## src/hdl/vlsu_pkg.sv

```systemverilog
// Vector LSU shared types: word, address, lane and index typedefs, width and sequencer enums, stage structs
package vlsu_pkg;

    typedef logic [31:0] word_t;
    typedef logic [31:0] addr_t;
    typedef logic [3:0]  byte_en_t;  // One bit per byte lane, lane 0 is the least significant byte
    typedef logic [3:0]  elem_idx_t;  // Caps a command at 16 elements

    typedef enum logic [1:0] {
        EW_BYTE = 2'd0,
        EW_HALF = 2'd1,
        EW_WORD = 2'd2
    } elem_width_e;

    typedef enum logic {
        SEQ_IDLE  = 1'b0,
        SEQ_ISSUE = 1'b1
    } seq_state_e;

    typedef struct packed {
        addr_t                      base;
        addr_t                      stride;  // Byte stride in two's complement
        logic [$bits(elem_idx_t):0] vl;  // Element count from 1 to 16
        elem_width_e                width;
        logic                       is_signed;
        logic                       is_store;
    } vec_cmd_t;

    typedef struct packed {
        addr_t       addr;
        elem_idx_t   index;
        elem_width_e width;
        logic        is_signed;
        logic        is_store;
        word_t       store_data;
    } elem_req_t;

    typedef struct packed {
        addr_t       word_addr;  // Byte offset bits are always zero
        byte_en_t    byte_en;
        word_t       wdata;
        logic        is_store;
        logic        misaligned;
        elem_idx_t   index;
        elem_width_e width;
        logic        is_signed;
    } mem_req_t;

    typedef struct packed {
        word_t       rdata;
        byte_en_t    byte_en;
        logic        misaligned;
        logic        is_store;
        elem_idx_t   index;
        elem_width_e width;
        logic        is_signed;
    } mem_rsp_t;

endpackage
```

## src/hdl/vlsu_top.sv

```systemverilog
// Vector LSU top: four-stage element pipeline and fence tracker
module vlsu_top
    import vlsu_pkg::*;
#(
    parameter int MAX_VL    = 8,
    parameter int MEM_WORDS = 64
) (
    input  logic               CLK,
    input  logic               nRST,
    input  logic               cmd_strobe,
    input  vec_cmd_t           cmd,
    input  word_t [MAX_VL-1:0] store_vector,
    output logic               busy,
    output logic               res_strobe,
    output elem_idx_t          res_index,
    output word_t              res_data,
    output logic               res_fault,
    input  logic               fence,
    output logic               icache_flush,
    output logic               dcache_flush,
    input  logic               iflush_done,
    input  logic               dflush_done,
    output logic               fence_stall
);

    logic      req_strobe;
    elem_req_t req;
    logic      mem_strobe;
    mem_req_t  mem_req;
    logic      rsp_strobe;
    mem_rsp_t  rsp;

    vlsu_element_sequencer #(.MAX_VL(MAX_VL)) i_sequencer (.*);

    vlsu_access_formatter i_formatter (.*);

    vlsu_data_memory #(.MEM_WORDS(MEM_WORDS)) i_memory (.*);

    vlsu_load_aligner i_aligner (.*);

    vlsu_fence_tracker i_fence (.*);

endmodule

```

## src/hdl/vlsu_fence_tracker.sv

```systemverilog
// Fence tracker: fence edge detect, cache flush pulses and flush completion stall
module vlsu_fence_tracker (
    input  logic CLK,
    input  logic nRST,
    input  logic fence,
    input  logic iflush_done,
    input  logic dflush_done,
    output logic icache_flush,
    output logic dcache_flush,
    output logic fence_stall
);

    logic fence_q;
    logic flush_pulse;
    logic iflushed;  // Instruction cache has finished its last flush
    logic dflushed;  // Data cache has finished its last flush

    // Registered so both caches see a clean one-cycle pulse
    always_ff @(posedge CLK, negedge nRST) begin
        if (!nRST) begin
            fence_q     <= 1'b0;
            flush_pulse <= 1'b0;
            iflushed    <= 1'b1;
            dflushed    <= 1'b1;
        end else begin
            fence_q     <= fence;
            flush_pulse <= fence && !fence_q;  // Rising edge only, a held fence gives one pulse
            if (iflush_done) begin
                iflushed <= 1'b1;
            end else if (flush_pulse) begin
                iflushed <= 1'b0;
            end
            if (dflush_done) begin
                dflushed <= 1'b1;
            end else if (flush_pulse) begin
                dflushed <= 1'b0;
            end
        end
    end

    assign icache_flush = flush_pulse;
    assign dcache_flush = flush_pulse;
    assign fence_stall  = fence_q && !(iflushed && dflushed) || flush_pulse;

    a_flush_after_completion: assert property (@(posedge CLK) disable iff (!nRST)
        icache_flush |-> iflushed && dflushed)
        else $error("New cache flush started before the previous flush completed");

endmodule

```

## src/hdl/vlsu_load_aligner.sv

```systemverilog
// Load aligner: lane select, sign or zero extension, registered result with fault flag
module vlsu_load_aligner
    import vlsu_pkg::*;
(
    input  logic      CLK,
    input  logic      nRST,
    input  logic      rsp_strobe,
    input  mem_rsp_t  rsp,
    output logic      res_strobe,
    output elem_idx_t res_index,
    output word_t     res_data,
    output logic      res_fault
);

    word_t lane_word;
    word_t ext_word;

    // Lowest enabled lane moves down to bit 0
    always_comb begin
        case (rsp.byte_en)
            4'b0010:          lane_word = rsp.rdata >> 8;
            4'b0100, 4'b1100: lane_word = rsp.rdata >> 16;
            4'b1000:          lane_word = rsp.rdata >> 24;
            default:          lane_word = rsp.rdata;
        endcase
    end

    always_comb begin
        case (rsp.width)
            EW_BYTE: ext_word = {{24{rsp.is_signed & lane_word[7]}}, lane_word[7:0]};
            EW_HALF: ext_word = {{16{rsp.is_signed & lane_word[15]}}, lane_word[15:0]};
            default: ext_word = lane_word;
        endcase
        if (rsp.is_store || rsp.misaligned) begin
            ext_word = '0;  // No load data to report
        end
    end

    always_ff @(posedge CLK, negedge nRST) begin
        if (!nRST) begin
            res_strobe <= 1'b0;
        end else begin
            res_strobe <= rsp_strobe;
        end
    end

    always_ff @(posedge CLK) begin
        if (rsp_strobe) begin
            res_index <= rsp.index;
            res_data  <= ext_word;
            res_fault <= rsp.misaligned;
        end
    end

endmodule

```

## src/hdl/vlsu_data_memory.sv

```systemverilog
// Data memory: word array with per-lane writes, registered read and tag forwarding
module vlsu_data_memory
    import vlsu_pkg::*;
#(
    parameter int MEM_WORDS = 64
) (
    input  logic     CLK,
    input  logic     nRST,
    input  logic     mem_strobe,
    input  mem_req_t mem_req,
    output logic     rsp_strobe,
    output mem_rsp_t rsp
);

    localparam int IDX_W = (MEM_WORDS > 1) ? $clog2(MEM_WORDS) : 1;

    word_t            mem [MEM_WORDS];
    logic [IDX_W-1:0] word_idx;

    assign word_idx = IDX_W'(mem_req.word_addr[31:2] % MEM_WORDS);  // Addresses alias past the top

    always_ff @(posedge CLK, negedge nRST) begin
        if (!nRST) begin
            for (int w = 0; w < MEM_WORDS; w++) begin
                mem[w] <= '0;
            end
            rsp_strobe <= 1'b0;
        end else begin
            rsp_strobe <= mem_strobe;
            if (mem_strobe && mem_req.is_store) begin
                for (int b = 0; b < 4; b++) begin
                    if (mem_req.byte_en[b]) begin
                        mem[word_idx][8*b +: 8] <= mem_req.wdata[8*b +: 8];
                    end
                end
            end
        end
    end

    always_ff @(posedge CLK) begin
        if (mem_strobe) begin
            rsp.rdata      <= mem[word_idx];  // Read happens before any same-edge write
            rsp.byte_en    <= mem_req.byte_en;
            rsp.misaligned <= mem_req.misaligned;
            rsp.is_store   <= mem_req.is_store;
            rsp.index      <= mem_req.index;
            rsp.width      <= mem_req.width;
            rsp.is_signed  <= mem_req.is_signed;
        end
    end

endmodule

```

## src/hdl/vlsu_access_formatter.sv

```systemverilog
// Access formatter: byte enables, store lane replication and misalignment flag, one register stage
module vlsu_access_formatter
    import vlsu_pkg::*;
(
    input  logic      CLK,
    input  logic      nRST,
    input  logic      req_strobe,
    input  elem_req_t req,
    output logic      mem_strobe,
    output mem_req_t  mem_req
);

    logic [1:0] offset;
    byte_en_t   lane_en;
    word_t      lane_data;
    logic       misaligned;

    assign offset = req.addr[1:0];

    always_comb begin
        lane_en    = '0;
        misaligned = 1'b0;
        case (req.width)
            EW_BYTE: lane_en = byte_en_t'(4'b0001 << offset);
            EW_HALF: begin
                misaligned = offset[0];  // Odd offset splits the halfword across lanes
                lane_en    = offset[1] ? 4'b1100 : 4'b0011;
            end
            EW_WORD: begin
                misaligned = (offset != 2'b00);
                lane_en    = 4'b1111;
            end
            default: misaligned = 1'b1;  // Unknown width is reported as a fault
        endcase
        if (misaligned) begin
            lane_en = '0;  // Never reaches the memory
        end
    end

    // Every lane holds a copy, so the enable alone picks the target bytes
    always_comb begin
        case (req.width)
            EW_BYTE: lane_data = {4{req.store_data[7:0]}};
            EW_HALF: lane_data = {2{req.store_data[15:0]}};
            default: lane_data = req.store_data;
        endcase
    end

    always_ff @(posedge CLK, negedge nRST) begin
        if (!nRST) begin
            mem_strobe <= 1'b0;
        end else begin
            mem_strobe <= req_strobe;
        end
    end

    always_ff @(posedge CLK) begin
        if (req_strobe) begin
            mem_req.word_addr  <= {req.addr[31:2], 2'b00};
            mem_req.byte_en    <= lane_en;
            mem_req.wdata      <= lane_data;
            mem_req.is_store   <= req.is_store;
            mem_req.misaligned <= misaligned;
            mem_req.index      <= req.index;
            mem_req.width      <= req.width;
            mem_req.is_signed  <= req.is_signed;
        end
    end

    a_known_width: assert property (@(posedge CLK) disable iff (!nRST)
        req_strobe |-> req.width inside {EW_BYTE, EW_HALF, EW_WORD})
        else $error("Element request arrived with an unknown width encoding");

endmodule

```

## src/hdl/vlsu_element_sequencer.sv

```systemverilog
// Element sequencer: command and store operand latch, per-element address stepping, busy drain count
module vlsu_element_sequencer
    import vlsu_pkg::*;
#(
    parameter int MAX_VL = 8
) (
    input  logic               CLK,
    input  logic               nRST,
    input  logic               cmd_strobe,
    input  vec_cmd_t           cmd,
    input  word_t [MAX_VL-1:0] store_vector,
    output logic               req_strobe,
    output elem_req_t          req,
    output logic               busy
);

    localparam int BUF_IDX_W = (MAX_VL > 1) ? $clog2(MAX_VL) : 1;

    seq_state_e         state;
    vec_cmd_t           cmd_q;
    word_t [MAX_VL-1:0] store_buf;
    addr_t              cur_addr;
    elem_idx_t          cur_idx;
    logic               last_elem;
    logic [1:0]         drain_cnt;  // Stages still holding the final element

    assign last_elem = (({1'b0, cur_idx} + 5'd1) == cmd_q.vl);
    assign busy = (state == SEQ_ISSUE) || (drain_cnt != 2'd0);

    always_ff @(posedge CLK, negedge nRST) begin
        if (!nRST) begin
            state      <= SEQ_IDLE;
            req_strobe <= 1'b0;
            drain_cnt  <= 2'd0;
        end else begin
            req_strobe <= (state == SEQ_ISSUE);
            case (state)
                SEQ_IDLE:  state <= cmd_strobe ? SEQ_ISSUE : SEQ_IDLE;
                SEQ_ISSUE: state <= last_elem ? SEQ_IDLE : SEQ_ISSUE;
                default:   state <= SEQ_IDLE;
            endcase
            if (state == SEQ_ISSUE && last_elem) begin
                drain_cnt <= 2'd3;  // Formatter, memory and aligner each add one edge
            end else if (drain_cnt != 2'd0) begin
                drain_cnt <= drain_cnt - 2'd1;
            end
        end
    end

    always_ff @(posedge CLK) begin
        if (state == SEQ_IDLE && cmd_strobe) begin
            cmd_q     <= cmd;
            store_buf <= store_vector;
            cur_addr  <= cmd.base;
            cur_idx   <= '0;
        end else if (state == SEQ_ISSUE) begin
            cur_addr <= cur_addr + cmd_q.stride;  // Wraps naturally for a negative stride
            cur_idx  <= cur_idx + 4'd1;
        end
        if (state == SEQ_ISSUE) begin
            req.addr       <= cur_addr;
            req.index      <= cur_idx;
            req.width      <= cmd_q.width;
            req.is_signed  <= cmd_q.is_signed;
            req.is_store   <= cmd_q.is_store;
            req.store_data <= store_buf[cur_idx[BUF_IDX_W-1:0]];  // Wraps past MAX_VL
        end
    end

    a_no_cmd_while_busy: assert property (@(posedge CLK) disable iff (!nRST)
        cmd_strobe |-> !busy)
        else $error("Vector command issued while the unit is busy");

endmodule

```

## config.mk

```make
export PLATFORM = sky130hd
export DESIGN_NAME = vlsu_top
export DESIGN_NICKNAME = d
export VERILOG_FILES = /design/src/hdl/vlsu_pkg.sv /design/src/hdl/vlsu_top.sv /design/src/hdl/vlsu_fence_tracker.sv /design/src/hdl/vlsu_load_aligner.sv /design/src/hdl/vlsu_data_memory.sv /design/src/hdl/vlsu_access_formatter.sv /design/src/hdl/vlsu_element_sequencer.sv
export SDC_FILE = /design/constraint.sdc
export NUM_CORES = 2
export LEC_CHECK = 0
export ABC_AREA = 1
export BUFFER_PORTS_ARGS = -buffer_cell sky130_fd_sc_hd__buf_2
export CAP_MARGIN = 10
export CORE_UTILIZATION = 55
export DETAILED_ROUTE_END_ITERATION = 6
export PLACE_DENSITY_LB_ADDON = 0.1
export SLEW_MARGIN = 40
export SYNTH_ARGS = -nofsm -noshare
export SYNTH_HDL_FRONTEND = slang
export SYNTH_SLANG_ARGS = --single-unit
```

## constraint.sdc

```tcl
create_clock -name CLK -period 24.9 [get_ports CLK]
set_input_delay 1.245 -clock CLK [delete_from_list [all_inputs] [get_ports CLK]]
set_output_delay 1.245 -clock CLK [all_outputs]
set_load 0.03 [all_outputs]
```

==> reports/summary.txt <==
Htree depth: 5
Area of the multi-input gates: 45600 sq um
Simple-gate share of the synthesized area: 0.292
Area contributors post-synth: dfrtp_1, nand2_1, edfxtp_1
Largest net degree at the start of global routing: 175
Post-synthesis async set-or-reset flop share: 0.815
Cells after synthesis: 14.6k
Fillers: 18.3k
Buf/Inv on CP: 5
I/O pin cnt: 377
Die area: 211000 sq um
# DRC: 0
Share of layout cells above drive strength 1: 0.0752
Antenna violations before repair: 36
Status: finished clean
Yosys cell types: 38
Sw frac: 0.404
Final setup violation count: 0
Fmax achieved: 0.214 GHz
Clock power frac: 0.260
Seq/Total Area, Yosys: 0.569
Placed cell areas: 118000 sq um
Yosys warns: 0
Post-cts resize count: 0
Most frequent cell after synthesis: nand2_1
Crit start category: flip-flop
Post-synthesis cell area: 115000 sq um
Buffer count from post-CTS setup fixing: 0
Clock buffer count from CTS: 288
Compound-Gate Fraction of Synth Area: 0.101
R2r startpoint: i_formatter.mem_req[47]
VDD IR max: 120 uV
HP Class: in -> async
Syn nets: 15.0k
Post-synthesis mux area share: 0
Critical path's largest stage delay: 710 ps
Area grow syn2layout: 10.7%
Detail Placement HPWL: 210000 um
DR iter-0 viols: 10.3k
CORE AREA: 207000 sq um
Most common cell on crit path: nand2_1
Endpoints failing hold: 0
GRT overflow: 0
CTS tree: done
Hold buffers post-CTS: 0
Post-synth top area cell: dfrtp_1
Setup TNS Final: 0 ps
Post-synthesis register bit count: 2525
Pre-Repair DR Iteration Count: 6
Aggregate global-route resource usage: 0.332
Fin area: 127000 sq um
Final wirelength: 351000 um
CP delay by family, top: buffers and inverters
Final worst path period need: 4670 ps
WL per Instance: 20.1 um
Max Cap Violations: 0
Slowest cell on the critical path: buf_4
Final GP Congestion: 0.871
Synth top area share: 0.447
Crit path required time: 25680 ps
Number of global-route vias before repair: 91.4k
Xor and xnor fraction of the mapped netlist area: 0.000609
CTS clock-pin slew for the worst setup and hold paths: 60 ps
Post-synthesis adder-cell area fraction: 0.00115
Worst skew pair latency: 940 ps
Pwr/cell area: 122 nW/um^2
Vias per cell: 5.55
Global-route wire length before repair: 541000 um
Net Sw Power: 0.00630 W
Gate power share: 0.333
Die H: 460 um
Unrepaired setup endpoints after global routing: no
Flop pwr share: 0.407
FF+latch area: 65500 sq um
Clock Sinks: 2525
Worst-path cell chain: buf_4 > inv_12 > buf_6 > buf_6 > buf_4 > nand2_1 > nand2_1 > nand2_1 > nand2_1 > nand2_1 > nand2_1 > nand2_1 > nand2_1 > nor2_1 > nand2_1
Setup CP Type: reg -> reg
Initial Util: 0.555
Critical Path Sink Type: flip-flop
Clock Root Buffer: clkbuf_16
Slew @ Worst Pin: 966 ps
Deepest clock path buffer count: 4
Pwr Total: 0.0156 W
Syn avg cell area: 7.86 sq um
WP data arrival: 5450 ps
Standard-cell rows: 167
Leak Pwr: 62.7 nW
Slew Limit Fails: 0
Worst clock skew: 59.2 ps
Port bufs: 328
Largest family of logic cells by synthesized area: simple AND/OR/NAND/NOR gates
DRT antenna net count: 0
Most common library cells after synthesis: nand2_1, dfrtp_1, o21ai_0, o21ai_1, clkbuf_1
Post-synth EDFFs: 462
Crit path launch: i_formatter.mem_req[47]
Vias: 96.9k
Die width: 460 um
Relative slew slack: 0.355
NumNets Final: 14.8k
CP Max Fanout: 153
Crit share post-route: 0.187
Ys flop type: dfrtp_1
Power Internal: 0.00930 W
## path summary, 6_finish.rpt
check	endpoint	slack, ps	depth (start not counted)
min reg2reg	i_memory.rsp[4]	400	0
min in group CLK	i_memory.rsp[4]	400	0
max in group asynchronous	i_memory.mem[1611]	21420	6
max reg2reg	i_memory.rsp[18]	20230	15
max	i_memory.rsp[18]	20230	15
min	i_memory.mem[1784]	210	1
## cell usage in the layout (no fill, tap or decap), drive strengths merged, types with 9 or more instances in the layout
cell | Yosys | final
edfxtp | 462 | 462
o211ai | 9 | 9
clkbuf | 768 | 435
ha | 9 | 9
bufinv | 0 | 9
dfrtp | 2057 | 2057
a21oi | 27 | 27
o32ai | 64 | 64
nor3 | 16 | 16
inv | 81 | 118
diode | 0 | 33
nand3 | 54 | 54
nand2 | 8337 | 8337
buf | 193 | 478
o21ai | 2140 | 2140
nor2 | 355 | 355
clkinv | 35 | 37
## cell families after synthesis
kind of cell / count (synthesis)
and+or+nand+nor: 8768
DFF: 2525
xor gates and xnor gates: 8
adders and majority gates: 10
buffers and inverters: 1077
AOI/OAI and AO/OA: 2255
## power groups by stage
stage | Clock [W] | Combinational (W) | Sequential, W
3_3_place_gp | 0 | 0.00492 | 0.00635
4_1_cts | 0.00411 | 0.00510 | 0.00635
2_1_floorplan | 0 | 0.00339 | 0.00622
3_5_place_dp | 0 | 0.00508 | 0.00641
5_1_grt | 0.00427 | 0.00573 | 0.00649
6_report | 0.00406 | 0.00519 | 0.00634
## stage by stage
| step | std cells | setup WS [ps] | utilization | hold WS, ps |
|---|---|---|---|---|
| finish | 17500 | 20230 | 0.614 | 211 |
| global route | 17400 | 19990 | 0.614 | 209 |
| global placement | 16900 | 19280 | 0.567 | 401 |
| CTS | 17400 | 19990 | 0.613 | 185 |
| floorplan | 14600 | 14710 | - | 400 |
| detailed placement | 16900 | 19970 | 0.570 | 405 |
## per-layer routing
layer,global-route usage,share of wire,vias to the layer above
li1,-,-,46000
met3,0.0708,0.083,819
met1,0.446,0.41,46500
met2,0.510,0.45,3650
met4,0.172,0.054,22
met5,0,0.00037,-
## cell type report
cell class / instances / share of cell area
repair buffers: 481 / 0.0263
flip-flops and latches: 2525 / 0.514
clock inverters: 51 / 0.00400
inverters: 116 / 0.00374
well taps: 2788 / 0.0274
clock buffers: 432 / 0.0657
multi-input cells: 11000 / 0.358
diodes: 33 / 0.000648
## sequential cells by signal, indices dropped and copies added, names as in the netlist, 8 cells and up
register,count
i_memory.mem,2048
i_sequencer.store_buf,256
i_formatter.mem_req,51
i_sequencer.req,48
i_memory.rsp,45
i_aligner.res_data,32
i_sequencer.cmd_q,17
i_sequencer.cur_addr,8
Power figures use the tool's default switching activity.
